## src/nand_flash_pkg.sv

```systemverilog
// ====================
// NAND flash device package
// Geometry of the small-page x8 device,
// read commands and bus pacing constants
// ====================
package nand_flash_pkg;

	// ====================
	// Geometry
	// ====================
	localparam int FLASH_ADDR_WIDTH = 26;
	localparam int FLASH_DATA_WIDTH = 8;
	// 512-byte page, 32 pages per block
	localparam int COL_ADDR_WIDTH   = 9;
	localparam int PAGE_ADDR_WIDTH  = 5;
	localparam int FLASH_ADDR_CYCLE = 4;

	typedef logic [FLASH_ADDR_WIDTH-1:0] flash_addr_t;
	typedef logic [FLASH_DATA_WIDTH-1:0] flash_byte_t;

	// Read command per half page
	localparam flash_byte_t CMD_READ_LOW  = 8'h00;
	localparam flash_byte_t CMD_READ_HIGH = 8'h01;

	// ====================
	// Bus pacing
	// ====================
	localparam int CLK_DIVISOR     = 4;
	localparam int LOW_CYCLES      = 3;
	localparam int WAIT_MIN_PHASES = 8;

endpackage
```

## src/nand_seq_pkg.sv

```systemverilog
// ====================
// Read sequencer package
// State and bus phase types
// ====================
package nand_seq_pkg;

	import nand_flash_pkg::*;

	typedef enum logic [2:0] {
		S_IDLE,
		S_CMD,
		S_ADDR,
		S_WAIT,
		S_DATA
	} seq_state_t;

	// Pin activity asked of timing and driver
	typedef enum logic [2:0] {
		PH_NONE,
		PH_CMD,
		PH_ADDR,
		PH_WAIT,
		PH_READ
	} bus_phase_t;

	typedef logic [$clog2(CLK_DIVISOR)-1:0] phase_cnt_t;
	typedef logic [7:0] op_cnt_t;

endpackage

```

## src/nand_flash_reader.sv

```systemverilog
`timescale 1ns/100ps
// ====================
// NAND flash page reader
// Configuration data reader for a small-page x8 device
// ====================
module nand_flash_reader
	import nand_flash_pkg::*;
	import nand_seq_pkg::*;
(
	input  logic        clk,
	input  logic        nreset,
	// Flash pins
	output logic        flash_highz_io,
	input  flash_byte_t flash_io_in,
	output flash_byte_t flash_io_out,
	output logic        flash_cle,
	output logic        flash_ale,
	output logic        flash_noe,
	output logic        flash_nwe,
	output logic        flash_nce,
	input  logic        flash_rdy,
	// Consumer
	input  logic        data_request,
	output logic        data_ready,
	output flash_byte_t data,
	input  flash_addr_t addr_in,
	input  flash_addr_t stop_addr_in,
	input  logic        addr_sload,
	input  logic        addr_cnt_en,
	output logic        done,
	// Arbiter
	output logic        flash_access_request,
	input  logic        flash_access_granted
);

	bus_phase_t  phase;
	op_cnt_t     op_count;
	flash_byte_t addr_byte;
	logic        strobe_low;
	logic        phase_end;
	logic        state_change;
	logic        reopen;
	logic        half_sel;
	logic        granted;

	nand_bus_timing u_bus_timing (
		.clk          (clk),
		.nreset       (nreset),
		.phase        (phase),
		.state_change (state_change),
		.strobe_low   (strobe_low),
		.phase_end    (phase_end),
		.op_count     (op_count)
	);

	nand_addr_counter u_addr_counter (
		.clk          (clk),
		.nreset       (nreset),
		.addr_sload   (addr_sload),
		.addr_cnt_en  (addr_cnt_en),
		.addr_in      (addr_in),
		.stop_addr_in (stop_addr_in),
		.op_count     (op_count),
		.reopen       (reopen),
		.done         (done),
		.half_sel     (half_sel),
		.addr_byte    (addr_byte)
	);

	nand_read_sequencer u_sequencer (
		.clk                  (clk),
		.nreset               (nreset),
		.data_request         (data_request),
		.flash_access_granted (flash_access_granted),
		.flash_rdy            (flash_rdy),
		.phase_end            (phase_end),
		.reopen               (reopen),
		.done                 (done),
		.byte_taken           (addr_cnt_en),
		.op_count             (op_count),
		.phase                (phase),
		.state_change         (state_change),
		.flash_access_request (flash_access_request),
		.granted              (granted),
		.read_pending         ()
	);

	nand_io_driver u_io_driver (
		.clk            (clk),
		.nreset         (nreset),
		.granted        (granted),
		.strobe_low     (strobe_low),
		.phase_end      (phase_end),
		.half_sel       (half_sel),
		.byte_taken_in  (addr_cnt_en),
		.phase          (phase),
		.addr_byte      (addr_byte),
		.flash_io_in    (flash_io_in),
		.flash_cle      (flash_cle),
		.flash_ale      (flash_ale),
		.flash_nwe      (flash_nwe),
		.flash_noe      (flash_noe),
		.flash_nce      (flash_nce),
		.flash_highz_io (flash_highz_io),
		.data_ready     (data_ready),
		.flash_io_out   (flash_io_out),
		.data           (data)
	);

endmodule

```

## src/nand_io_driver.sv

```systemverilog
`timescale 1ns/100ps
// ====================
// NAND pin driver
// Registered control pins and bus, read
// capture and consumer ready
// ====================
module nand_io_driver
	import nand_flash_pkg::*;
	import nand_seq_pkg::*;
(
	input  logic        clk,
	input  logic        nreset,
	input  logic        granted,
	input  logic        strobe_low,
	input  logic        phase_end,
	input  logic        half_sel,
	input  logic        byte_taken_in,
	input  bus_phase_t  phase,
	input  flash_byte_t addr_byte,
	input  flash_byte_t flash_io_in,
	output logic        flash_cle,
	output logic        flash_ale,
	output logic        flash_nwe,
	output logic        flash_noe,
	output logic        flash_nce,
	output logic        flash_highz_io,
	output logic        data_ready,
	output flash_byte_t flash_io_out,
	output flash_byte_t data
);

	logic        write_phase;
	logic        byte_valid;
	logic        rdy_clear;
	logic        rdy_stage1;
	logic        rdy_stage2;
	flash_byte_t bus_next;

	assign write_phase = (phase == PH_CMD) || (phase == PH_ADDR);
	assign byte_valid  = (phase == PH_READ) && phase_end;
	assign bus_next    = (phase == PH_CMD) ? (half_sel ? CMD_READ_HIGH : CMD_READ_LOW) : addr_byte;
	assign rdy_clear   = byte_taken_in || !granted || (phase != PH_NONE);
	// Hidden as soon as a page open starts
	assign data_ready  = rdy_stage2 && (phase == PH_NONE);

	// Pins lag the phase by one clock, so the strobe rises on the phase edge
	always_ff @(posedge clk or negedge nreset) begin
		if (!nreset) begin
			flash_nce      <= 1'b1;
			flash_cle      <= 1'b0;
			flash_ale      <= 1'b0;
			flash_nwe      <= 1'b1;
			flash_noe      <= 1'b1;
			flash_highz_io <= 1'b1;
		end else begin
			flash_nce      <= !granted;
			flash_cle      <= (phase == PH_CMD);
			flash_ale      <= (phase == PH_ADDR);
			flash_nwe      <= !(write_phase && strobe_low);
			flash_noe      <= !((phase == PH_READ) && strobe_low);
			flash_highz_io <= !write_phase;
		end
	end

	// Byte sampled before noe rises
	always_ff @(posedge clk) begin
		flash_io_out <= bus_next;
		if (byte_valid) begin
			data <= flash_io_in;
		end
	end

	always_ff @(posedge clk or negedge nreset) begin
		if (!nreset) begin
			rdy_stage1 <= 1'b0;
			rdy_stage2 <= 1'b0;
		end else begin
			if (byte_valid) begin
				rdy_stage1 <= 1'b1;
			end else if (rdy_clear) begin
				rdy_stage1 <= 1'b0;
			end
			rdy_stage2 <= rdy_stage1 && !rdy_clear;
		end
	end

	a_capture_with_noe_low: assert property (@(posedge clk) disable iff (!nreset)
		byte_valid |-> !flash_noe)
		else $error("read byte captured with noe high");
	a_latch_needs_nce: assert property (@(posedge clk) disable iff (!nreset)
		(flash_cle || flash_ale) |-> !flash_nce)
		else $error("latch enable without chip enable");

endmodule

```

## src/nand_read_sequencer.sv

```systemverilog
`timescale 1ns/100ps
// ====================
// NAND read sequencer
// Arbiter handshake and the page open,
// busy wait and byte read FSM
// ====================
module nand_read_sequencer
	import nand_flash_pkg::*;
	import nand_seq_pkg::*;
(
	input  logic       clk,
	input  logic       nreset,
	input  logic       data_request,
	input  logic       flash_access_granted,
	input  logic       flash_rdy,
	input  logic       phase_end,
	input  logic       reopen,
	input  logic       done,
	input  logic       byte_taken,
	input  op_cnt_t    op_count,
	output bus_phase_t phase,
	output logic       state_change,
	output logic       flash_access_request,
	output logic       granted,
	output logic       read_pending
);

	seq_state_t state;
	seq_state_t next_state;
	logic       armed;
	logic       session_end;

	// Consumer took the byte at the stop address
	assign session_end = byte_taken && done;

	// ====================
	// Arbiter handshake
	// ====================
	always_ff @(posedge clk or negedge nreset) begin
		if (!nreset) begin
			flash_access_request <= 1'b0;
			granted              <= 1'b0;
		end else begin
			flash_access_request <= data_request;
			if (!data_request) begin
				granted <= 1'b0;
			end else if (!granted) begin
				granted <= flash_access_granted;
			end
		end
	end

	// ====================
	// Read FSM
	// ====================
	always_comb begin
		next_state = state;
		if ((state != S_IDLE) && !data_request) begin
			next_state = S_IDLE;
		end else begin
			case (state)
				S_IDLE: begin
					if (data_request && granted && armed) begin
						next_state = S_CMD;
					end
				end
				S_CMD: begin
					if (reopen) begin
						next_state = S_CMD;
					end else if (phase_end) begin
						next_state = S_ADDR;
					end
				end
				S_ADDR: begin
					if (reopen) begin
						next_state = S_CMD;
					end else if (phase_end && (op_count == FLASH_ADDR_CYCLE - 1)) begin
						next_state = S_WAIT;
					end
				end
				S_WAIT: begin
					if (reopen) begin
						next_state = S_CMD;
					end else if (phase_end && flash_rdy &&
						(op_count >= WAIT_MIN_PHASES - 1)) begin
						next_state = S_DATA;
					end
				end
				S_DATA: begin
					if (session_end) begin
						next_state = S_IDLE;
					end else if (reopen) begin
						next_state = S_CMD;
					end
				end
				default: next_state = S_IDLE;
			endcase
		end
	end

	// A reload during CMD restarts the same state
	assign state_change = (next_state != state) || ((state == S_CMD) && reopen);

	always_ff @(posedge clk or negedge nreset) begin
		if (!nreset) begin
			state        <= S_IDLE;
			armed        <= 1'b0;
			read_pending <= 1'b0;
		end else begin
			state <= next_state;
			if ((state == S_DATA) && session_end) begin
				armed <= 1'b0;
			end else if (reopen) begin
				armed <= 1'b1;
			end
			// First byte on entry, then one per consumed byte
			read_pending <= (next_state == S_DATA) &&
				((state != S_DATA) || byte_taken || (read_pending && !phase_end));
		end
	end

	always_comb begin
		case (state)
			S_CMD:   phase = PH_CMD;
			S_ADDR:  phase = PH_ADDR;
			S_WAIT:  phase = PH_WAIT;
			S_DATA:  phase = read_pending ? PH_READ : PH_NONE;
			default: phase = PH_NONE;
		endcase
	end

endmodule

```

## src/nand_addr_counter.sv

```systemverilog
`timescale 1ns/100ps
// ====================
// NAND logical address counter
// Load and advance, half and page crossing,
// stop compare and address cycle bytes
// ====================
module nand_addr_counter
	import nand_flash_pkg::*;
	import nand_seq_pkg::*;
(
	input  logic        clk,
	input  logic        nreset,
	input  logic        addr_sload,
	input  logic        addr_cnt_en,
	input  flash_addr_t addr_in,
	input  flash_addr_t stop_addr_in,
	input  op_cnt_t     op_count,
	output logic        reopen,
	output logic        done,
	output logic        half_sel,
	output flash_byte_t addr_byte
);

	flash_addr_t addr_q;
	flash_addr_t addr_next;
	logic        loaded;
	logic        next_half;
	logic        next_page;

	// Last byte of lower half, or last byte of page
	assign next_half = addr_cnt_en && !addr_q[COL_ADDR_WIDTH-1] &&
		(&addr_q[COL_ADDR_WIDTH-2:0]);
	assign next_page = addr_cnt_en && (&addr_q[COL_ADDR_WIDTH-1:0]);
	assign reopen    = addr_sload || next_half || next_page;
	assign half_sel  = addr_q[COL_ADDR_WIDTH-1];

	always_comb begin
		if (addr_sload) begin
			addr_next = addr_in;
		end else if (addr_cnt_en) begin
			addr_next = addr_q + 1'b1;
		end else begin
			addr_next = addr_q;
		end
	end

	// Done compares the next address so it tracks addr_q exactly
	always_ff @(posedge clk or negedge nreset) begin
		if (!nreset) begin
			addr_q <= '0;
			loaded <= 1'b0;
			done   <= 1'b0;
		end else begin
			addr_q <= addr_next;
			loaded <= loaded || addr_sload;
			done   <= (loaded || addr_sload) && (addr_next == stop_addr_in);
		end
	end

	// Column low byte, then row bytes
	always_comb begin
		case (op_count)
			8'd0:    addr_byte = addr_q[7:0];
			8'd1:    addr_byte = addr_q[COL_ADDR_WIDTH+7:COL_ADDR_WIDTH];
			8'd2:    addr_byte = addr_q[COL_ADDR_WIDTH+15:COL_ADDR_WIDTH+8];
			default: addr_byte = flash_byte_t'(addr_q[FLASH_ADDR_WIDTH-1:COL_ADDR_WIDTH+16]);
		endcase
	end

	a_load_or_count: assert property (@(posedge clk) disable iff (!nreset)
		!(addr_sload && addr_cnt_en))
		else $error("address load and advance in the same cycle");

endmodule

```

## src/nand_bus_timing.sv

```systemverilog
`timescale 1ns/100ps
// ====================
// NAND bus timing
// Slow flash clock within a phase and a
// count of phases done in the current state
// ====================
module nand_bus_timing
	import nand_flash_pkg::*;
	import nand_seq_pkg::*;
(
	input  logic       clk,
	input  logic       nreset,
	input  bus_phase_t phase,
	input  logic       state_change,
	output logic       strobe_low,
	output logic       phase_end,
	output op_cnt_t    op_count
);

	phase_cnt_t clk_cnt;
	logic       active;

	assign active     = (phase != PH_NONE);
	assign strobe_low = active && (clk_cnt < LOW_CYCLES);
	assign phase_end  = active && (clk_cnt == phase_cnt_t'(CLK_DIVISOR - 1));

	// Clock within the phase, restarts with every new state
	always_ff @(posedge clk or negedge nreset) begin
		if (!nreset) begin
			clk_cnt <= '0;
		end else if (!active || state_change || phase_end) begin
			clk_cnt <= '0;
		end else begin
			clk_cnt <= clk_cnt + 1'b1;
		end
	end

	// Completed phases, held at the top on long waits
	always_ff @(posedge clk or negedge nreset) begin
		if (!nreset) begin
			op_count <= '0;
		end else if (!active || state_change) begin
			op_count <= '0;
		end else if (phase_end && (op_count != '1)) begin
			op_count <= op_count + 1'b1;
		end
	end

	a_phase_starts_at_zero: assert property (@(posedge clk) disable iff (!nreset)
		(phase != $past(phase)) |-> (clk_cnt == '0))
		else $error("bus phase changed in the middle of a phase");

endmodule

```

## config.mk

```make
export PLATFORM = sky130hd
export DESIGN_NAME = nand_flash_reader
export DESIGN_NICKNAME = d
export VERILOG_FILES = /design/src/nand_flash_pkg.sv /design/src/nand_seq_pkg.sv /design/src/nand_flash_reader.sv /design/src/nand_io_driver.sv /design/src/nand_read_sequencer.sv /design/src/nand_addr_counter.sv /design/src/nand_bus_timing.sv
export SDC_FILE = /design/constraint.sdc
export NUM_CORES = 1
export LEC_CHECK = 0
export ABC_AREA = 0
export BUFFER_PORTS_ARGS = -buffer_cell sky130_fd_sc_hd__buf_2
export CAP_MARGIN = 30
export CORE_MARGIN = 2
export CORE_UTILIZATION = 28
export DETAILED_ROUTE_END_ITERATION = 8
export GPL_TIMING_DRIVEN = 0
export SYNTH_ARGS = -nofsm -noshare
export SYNTH_HDL_FRONTEND = slang
export SYNTH_SLANG_ARGS = --single-unit
```

## constraint.sdc

```tcl
create_clock -name clk -period 7.49 [get_ports clk]
set_input_delay 2.247 -clock clk [delete_from_list [all_inputs] [get_ports clk]]
set_output_delay 2.247 -clock clk [all_outputs]
set_load 0.05 [all_outputs]
```

; ---- After elaboration in Yosys (flattened, before gate mapping)
; Cells that the tools add are included.
[totals]
out_inout_bits = 25
register_bits = 69
in_bits = 67
elab_cells = 121
[op_classes]
magnitude_cmp = 2
add_sub_neg = 3
muxes = 27
reduce_logical = 53
eq_ne = 16
[ops]
columns = cell, n
row1 = 26-bit two-way mux, 2
row2 = 3-bit two-way mux, 11
row3 = "26-bit by 1-bit adder with 26-bit output, second input constant", 1
row4 = 26-bit == test, 1
row5 = 8-bit two-way mux, 3
row6 = 8-bit case mux with 3 select lines, 1
row7 = 1-bit logical AND, 23
row8 = "8-bit by 2-bit == test with 1-bit output, second input constant", 2
row9 = 3-bit case mux with 5 select lines, 1
row10 = 3-bit case mux with 4 select lines, 1
row11 = 1-bit logical OR, 11
row12 = "3-bit by 2-bit == test with 1-bit output, second input constant", 3
row13 = "3-bit == test, second input constant", 3
row14 = 1-bit zero test, 9
row15 = 9-bit AND reduction, 1
row16 = "8-bit by 1-bit adder with 8-bit output, second input constant", 1
row17 = "8-bit by 1-bit == test with 1-bit output, second input constant", 1
row18 = "8-bit by 3-bit >= comparator with 1-bit output, second input constant", 1
row19 = 8-bit zero test, 1
row20 = "8-bit inequality test, second input constant", 1
row21 = 8-bit AND reduction, 1
row22 = 1-bit two-way mux, 7
row23 = "3-bit by 1-bit == test with 1-bit output, second input constant", 2
row24 = 3-bit zero test, 2
row25 = other kinds (8), 11

; ---- Longest topological paths before layout
[logic_depth]
depth_word = 15
mapped_depth = 11
ltp_nobuf = 11

; ---- Cells and area by module
; From an unflattened synthesis, not the netlist that was laid out.
[unflattened]
hier_cells = 499
area_unflattened_um2 = 4555.6
[by_module_without_submodules]
columns = mod, seq_area_each_um2, area_per_inst_um2, n_inst, cells_each
row1 = nand_addr_counter, 700.7, 2788.9, 1, 342
row2 = nand_io_driver, 605.6, 759.5, 1, 47
row3 = nand_bus_timing, 250.2, 523.0, 1, 55
row4 = nand_read_sequencer, 175.2, 484.2, 1, 55

; ---- Worst setup path before layout
; Ideal clock, no wire load.
[synth_timing]
path_kind = in2reg
start = input port addr_cnt_en
end = register u_addr_counter.done
path_stages = 9
slack_ns = 3.174
path_buffers = 2
setup_ns = 0.095
arrival_time_ns = 4.221
required_ns = 7.395
cell_sequence = buf_4 -> nand2_1 -> buf_2 -> nor3_2 -> nor4b_1 -> a2111o_1 -> or4_1 -> nor4_1 -> nor4b_2
[synth_via]
elab_chain_len = 4
[synth_lines]
columns = item, line_no
row1 = from (decl), nand_flash_reader.sv:29  ; input logic addr_cnt_en,
row2 = 26-bit two-way mux, nand_addr_counter.sv:40  ; end else if (addr_cnt_en) begin
row3 = 26-bit two-way mux, nand_addr_counter.sv:38  ; if (addr_sload) begin
row4 = 26-bit == test, nand_addr_counter.sv:56  ; done <= (loaded || addr_sload) && (addr_next == stop_addr_in);
row5 = 1-bit logical AND, nand_addr_counter.sv:56
row6 = to (signal assigned), nand_addr_counter.sv:56
row7 = to (decl), nand_addr_counter.sv:19  ; output logic done,
; No other way between the ends.
; A chain may end at the register's enable or synchronous reset.

; ---- Worst setup path after layout
[layout_timing]
start = input port addr_sload
end = register u_addr_counter.done
[layout_via]
elab_chain_len = 3
elab_cells_between_ends = 4
classes_between = 1 x eq/ne / 1 x mux / 2 x reduce/logical
[layout_lines]
columns = item, line_no
row1 = from (decl), nand_flash_reader.sv:28  ; input logic addr_sload,
row2 = 26-bit two-way mux, nand_addr_counter.sv:38
row3 = 26-bit == test, nand_addr_counter.sv:56
row4 = 1-bit logical AND (*), nand_addr_counter.sv:56
; Every way passes the cells marked *; elsewhere a longest branch is shown, timed or not.

==> metrics.txt <==
# TYPE chip_impl_metric gauge
chip_impl_info{name="outcome",value="finished, final reports clean"} 1
chip_impl_metric{name="wl_per_cell",unit="µm"} 17.0
chip_impl_metric{name="core-area",unit="mm²"} 0.0158
chip_impl_info{name="grt_setup_unrepaired",value="false"} 1
chip_impl_metric{name="detailed_route_iter0_violations",unit=""} 392
chip_impl_metric{name="grt.overflow.total",unit=""} 0
chip_impl_metric{name="layout-area-overhead-vs-synth",unit="%"} 23.3
chip_impl_metric{name="detail-route-antenna-nets",unit=""} 0
chip_impl_info{name="critical_path.startpoint_type",value="input pin"} 1
chip_impl_metric{name="ys_seq_area_share",unit="%"} 38.4
chip_impl_metric{name="grt_antenna_before_repair",unit=""} 0
chip_impl_metric{name="max-slew-margin-rel",unit="%"} 47.3
chip_impl_metric{name="yosysWarningCount",unit=""} 0
chip_impl_metric{name="detail_route.first_pass.iterations",unit=""} 5
chip_impl_info{name="regToRegStartpoint",value="u_addr_counter.addr_q[0]$_DFF_PN0_"} 1
chip_impl_metric{name="grt_start_max_net_pins",unit=""} 29
chip_impl_metric{name="leakage",unit="nW"} 2.26
chip_impl_metric{name="cts_resized",unit=""} 0
chip_impl_metric{name="worst-path-buf-inv",unit=""} 4
chip_impl_metric{name="cts_max_level",unit=""} 3
chip_impl_metric{name="p_per_area",unit="mW/mm²"} 203
chip_impl_metric{name="layout.area.seq",unit="mm²"} 0.00173
chip_impl_metric{name="clock-sinks",unit=""} 69
chip_impl_metric{name="n_antenna_cell",unit=""} 0
chip_impl_info{name="synth_ff_type",value="sky130_fd_sc_hd__dfrtp_1"} 1
chip_impl_info{name="worst_hold_startpoint",value="u_bus_timing.clk_cnt[0]$_DFF_PN0_"} 1
chip_impl_metric{name="worstPathArrival",unit="ns"} 5.20
chip_impl_metric{name="multi_input_area",unit="mm²"} 0.00257
chip_impl_info{name="critical_path.cell_chain",value="clkbuf_1, buf_2, clkbuf_1, buf_1, nand3_1, a22o_1, a311oi_1, nand4_1, nor4b_2"} 1
chip_impl_info{name="cts.root.buffer_cell",value="sky130_fd_sc_hd__clkbuf_16"} 1
chip_impl_metric{name="synth_fp_nets",unit=""} 580
chip_impl_metric{name="vertical_die_dimension",unit="µm"} 131
chip_impl_metric{name="die_w",unit="µm"} 131
chip_impl_metric{name="number_of_buffers_inserted_during_clock_tree_synthesis",unit=""} 9
chip_impl_metric{name="worst_path_largest_cell_delay",unit="ns"} 0.52
chip_impl_metric{name="port_bufs",unit=""} 89
chip_impl_metric{name="effective_utilization_at_floorplan",unit="%"} 28.5
chip_impl_metric{name="report.final.slew_viol_count",unit=""} 0
chip_impl_metric{name="yosysUniqueCellTypes",unit=""} 79
chip_impl_metric{name="ioPinCount",unit=""} 92
chip_impl_metric{name="dpl.hpwl",unit="µm"} 11000
chip_impl_metric{name="dieArea",unit="mm²"} 0.0171
chip_impl_metric{name="vias_per_cell",unit=""} 5.18
chip_impl_metric{name="drc",unit=""} 0
chip_impl_metric{name="synth-seq-cells",unit=""} 69
chip_impl_metric{name="route.vias.total",unit=""} 4289
chip_impl_metric{name="cp_max_fo",unit=""} 10
chip_impl_metric{name="route.final.wire_length",unit="µm"} 14100
chip_impl_metric{name="finalClockSkew",unit="ns"} 0.00746
chip_impl_metric{name="layout_min_cycle_time",unit="ns"} 4.99
chip_impl_metric{name="number_of_synthesized_flops_with_an_enable_pin",unit=""} 8
chip_impl_metric{name="timing.final.crit_share",unit="%"} 66.6
chip_impl_info{name="yosysTopAreaCell",value="sky130_fd_sc_hd__dfrtp_1"} 1
chip_impl_info{name="crit_path_end_kind",value="register"} 1
chip_impl_metric{name="clock_insertion_delay_worst_skew",unit="ns"} 0.34
chip_impl_metric{name="post_cts_hold_buffer_count",unit=""} 0
chip_impl_info{name="critPathTopFamily",value="buffers and inverters"} 1
chip_impl_info{name="critPathLaunch",value="addr_sload"} 1
chip_impl_metric{name="setup_violations",unit=""} 0
chip_impl_metric{name="yosysTopAreaCellShare",unit="%"} 27.2
chip_impl_metric{name="clkSlewWorstSetupHoldPaths",unit="ns"} 0.05
chip_impl_metric{name="finalCoreUtilization",unit="%"} 35.1
chip_impl_info{name="yosys.cell_count.top_type",value="sky130_fd_sc_hd__nand2_1"} 1
chip_impl_metric{name="timing.critical_path.required",unit="ns"} 7.70
chip_impl_metric{name="final_nets",unit=""} 681
chip_impl_info{name="clock_tree_from_tritoncts",value="yes"} 1
chip_impl_info{name="cp_slowest_cell",value="sky130_fd_sc_hd__clkbuf_1"} 1
chip_impl_metric{name="grt_first_pass_wirelength",unit="µm"} 22200
chip_impl_metric{name="cts_setup_buffers",unit=""} 0
chip_impl_metric{name="first_global_vias",unit=""} 4211
chip_impl_info{name="crit_top_cell",value="sky130_fd_sc_hd__clkbuf_1"} 1
chip_impl_metric{name="syn_inst",unit=""} 506
chip_impl_metric{name="synth_area_per_cell",unit="µm²"} 8.91
chip_impl_metric{name="mappedNetlistArea",unit="mm²"} 0.00451
chip_impl_metric{name="maxCapViolations",unit=""} 0
chip_impl_metric{name="worst_slew_pin_slew",unit="ns"} 0.784
chip_impl_metric{name="ir_drop",unit="µV"} 132
chip_impl_metric{name="routabilityCongestion",unit=""} 0.964
chip_impl_metric{name="drive_above_1_share",unit="%"} 21.6
chip_impl_info{name="synth_area_leaders",value="sky130_fd_sc_hd__dfrtp_1 27%, sky130_fd_sc_hd__xnor2_1 7.2%, sky130_fd_sc_hd__edfxtp_1 5.3%, sky130_fd_sc_hd__xor2_1 5.0%, sky130_fd_sc_hd__nand2_1 4.2%"} 1
chip_impl_info{name="setup.worst_path.class",value="in -> reg"} 1
chip_impl_metric{name="final.setup.tns",unit="ns"} 0
chip_impl_metric{name="report.final.hold_viol_count",unit=""} 0
chip_impl_info{name="min-delay-path-class",value="reg -> reg"} 1
chip_impl_metric{name="max_freq",unit="GHz"} 0.200
chip_impl_info{name="yosys-top-cells-count",value="50 x sky130_fd_sc_hd__nand2_1, 49 x sky130_fd_sc_hd__dfrtp_1, 43 x sky130_fd_sc_hd__nor2_1"} 1
chip_impl_metric{name="filler_cell_count",unit=""} 1670
chip_impl_metric{name="clk_path_buf_depth",unit=""} 2
chip_impl_metric{name="global_route.usage.total",unit="%"} 17.1
chip_impl_metric{name="row_count",unit=""} 46
chip_impl_metric{name="async_reset_ff_share",unit="%"} 76.8
-- worst paths after layout --
check,slack (ns),endpoint,cells after the start
worst min-delay path,0.44,u_bus_timing.clk_cnt[0]$_DFF_PN0_,1
worst max register to register,3.88,u_addr_counter.done$_DFF_PN0_,10
worst max-delay path,2.50,u_addr_counter.done$_DFF_PN0_,9
min in group asynchronous,1.95,u_addr_counter.addr_q[13]$_DFF_PN0_,1
max in group asynchronous,4.90,u_io_driver.flash_highz_io$_DFF_PN1_,2
worst min register to register,0.44,u_bus_timing.clk_cnt[0]$_DFF_PN0_,1
-- cells by family after synthesis --
kind of cell               share of synthesized area [%]
adders and majority gates                           1.94
and+or+nand+nor                                     24.9
buffers and inverters                               4.60
AOI/OAI and AO/OA                                   15.8
xor gates and xnor gates                            12.2
DFF                                                 38.4
muxes                                               2.11
-- state kept, by name, indices dropped and copies added (netlist names), 2 cells and up --
name,count
u_io_driver.data,8
u_sequencer.state,3
u_bus_timing.op_count,8
u_io_driver.flash_io_out,8
u_bus_timing.clk_cnt,2
u_addr_counter.addr_q,26
-- per-layer routing --
layer / track usage (%) / up-vias / routed length [µm]
li1: - / 2024 / -
met1: 22.5 / 2051 / 6320
met2: 27.0 / 181 / 6230
met3: 4.56 / 33 / 1100
met4: 6.38 / 0 / 404
met5: 0 / - / 0
-- area by class of cell --
cell class / instances / area share (%)
Clock buffer: 10 / 4.12
Timing Repair Buffer: 90 / 8.37
Tap cell: 216 / 4.86
Buffer: 32 / 2.32
Clock inverter: 6 / 1.55
Multi-Input combinational cell: 384 / 46.2
Sequential cell: 69 / 31.1
Inverter: 21 / 1.42
-- placed cells by master (no fill, tap or decap), types with 5 or more instances in the layout --
cell type,n
sky130_fd_sc_hd__clkbuf_1,26
sky130_fd_sc_hd__a31oi_1,7
sky130_fd_sc_hd__a21oi_1,17
sky130_fd_sc_hd__clkbuf_16,9
sky130_fd_sc_hd__mux2i_1,5
sky130_fd_sc_hd__a22oi_1,7
sky130_fd_sc_hd__xnor2_1,37
sky130_fd_sc_hd__dfrtp_1,49
sky130_fd_sc_hd__nand2_1,50
sky130_fd_sc_hd__nor3_1,11
sky130_fd_sc_hd__nand2b_1,5
sky130_fd_sc_hd__and3_1,7
sky130_fd_sc_hd__dfxtp_1,8
sky130_fd_sc_hd__nor2_1,43
sky130_fd_sc_hd__inv_1,21
sky130_fd_sc_hd__xor2_1,26
sky130_fd_sc_hd__or4_1,5
sky130_fd_sc_hd__ha_1,7
sky130_fd_sc_hd__nand4_1,17
sky130_fd_sc_hd__nor3b_1,5
sky130_fd_sc_hd__and2_1,7
sky130_fd_sc_hd__buf_2,92
sky130_fd_sc_hd__o21ai_0,26
sky130_fd_sc_hd__nand3_1,17
sky130_fd_sc_hd__edfxtp_1,8
-- power breakdown --
part	switching (mW)	total, mW	internal [mW]	leakage, nW
sequential	0.0239	0.430	0.406	0.793
combinational	0.159	0.243	0.0848	1.31
clock	0.164	0.456	0.291	0.153
-- metrics by stage --
stage | power (mW) | setup WS [ns] | hold WS (ns) | instance area [µm²] | cells
floorplan | 0.589 | 3.17 | 0.416 | 4510 | 506
global placement | 0.676 | 2.25 | 0.440 | 5230 | 811
detailed placement | 0.678 | 2.30 | 0.446 | 5250 | 812
CTS | 1.14 | 2.66 | 0.453 | 5560 | 828
global route | 1.18 | 2.39 | 0.477 | 5560 | 828
finish | 1.13 | 2.50 | 0.442 | 5560 | 828
Power figures use the tool's default switching activity.
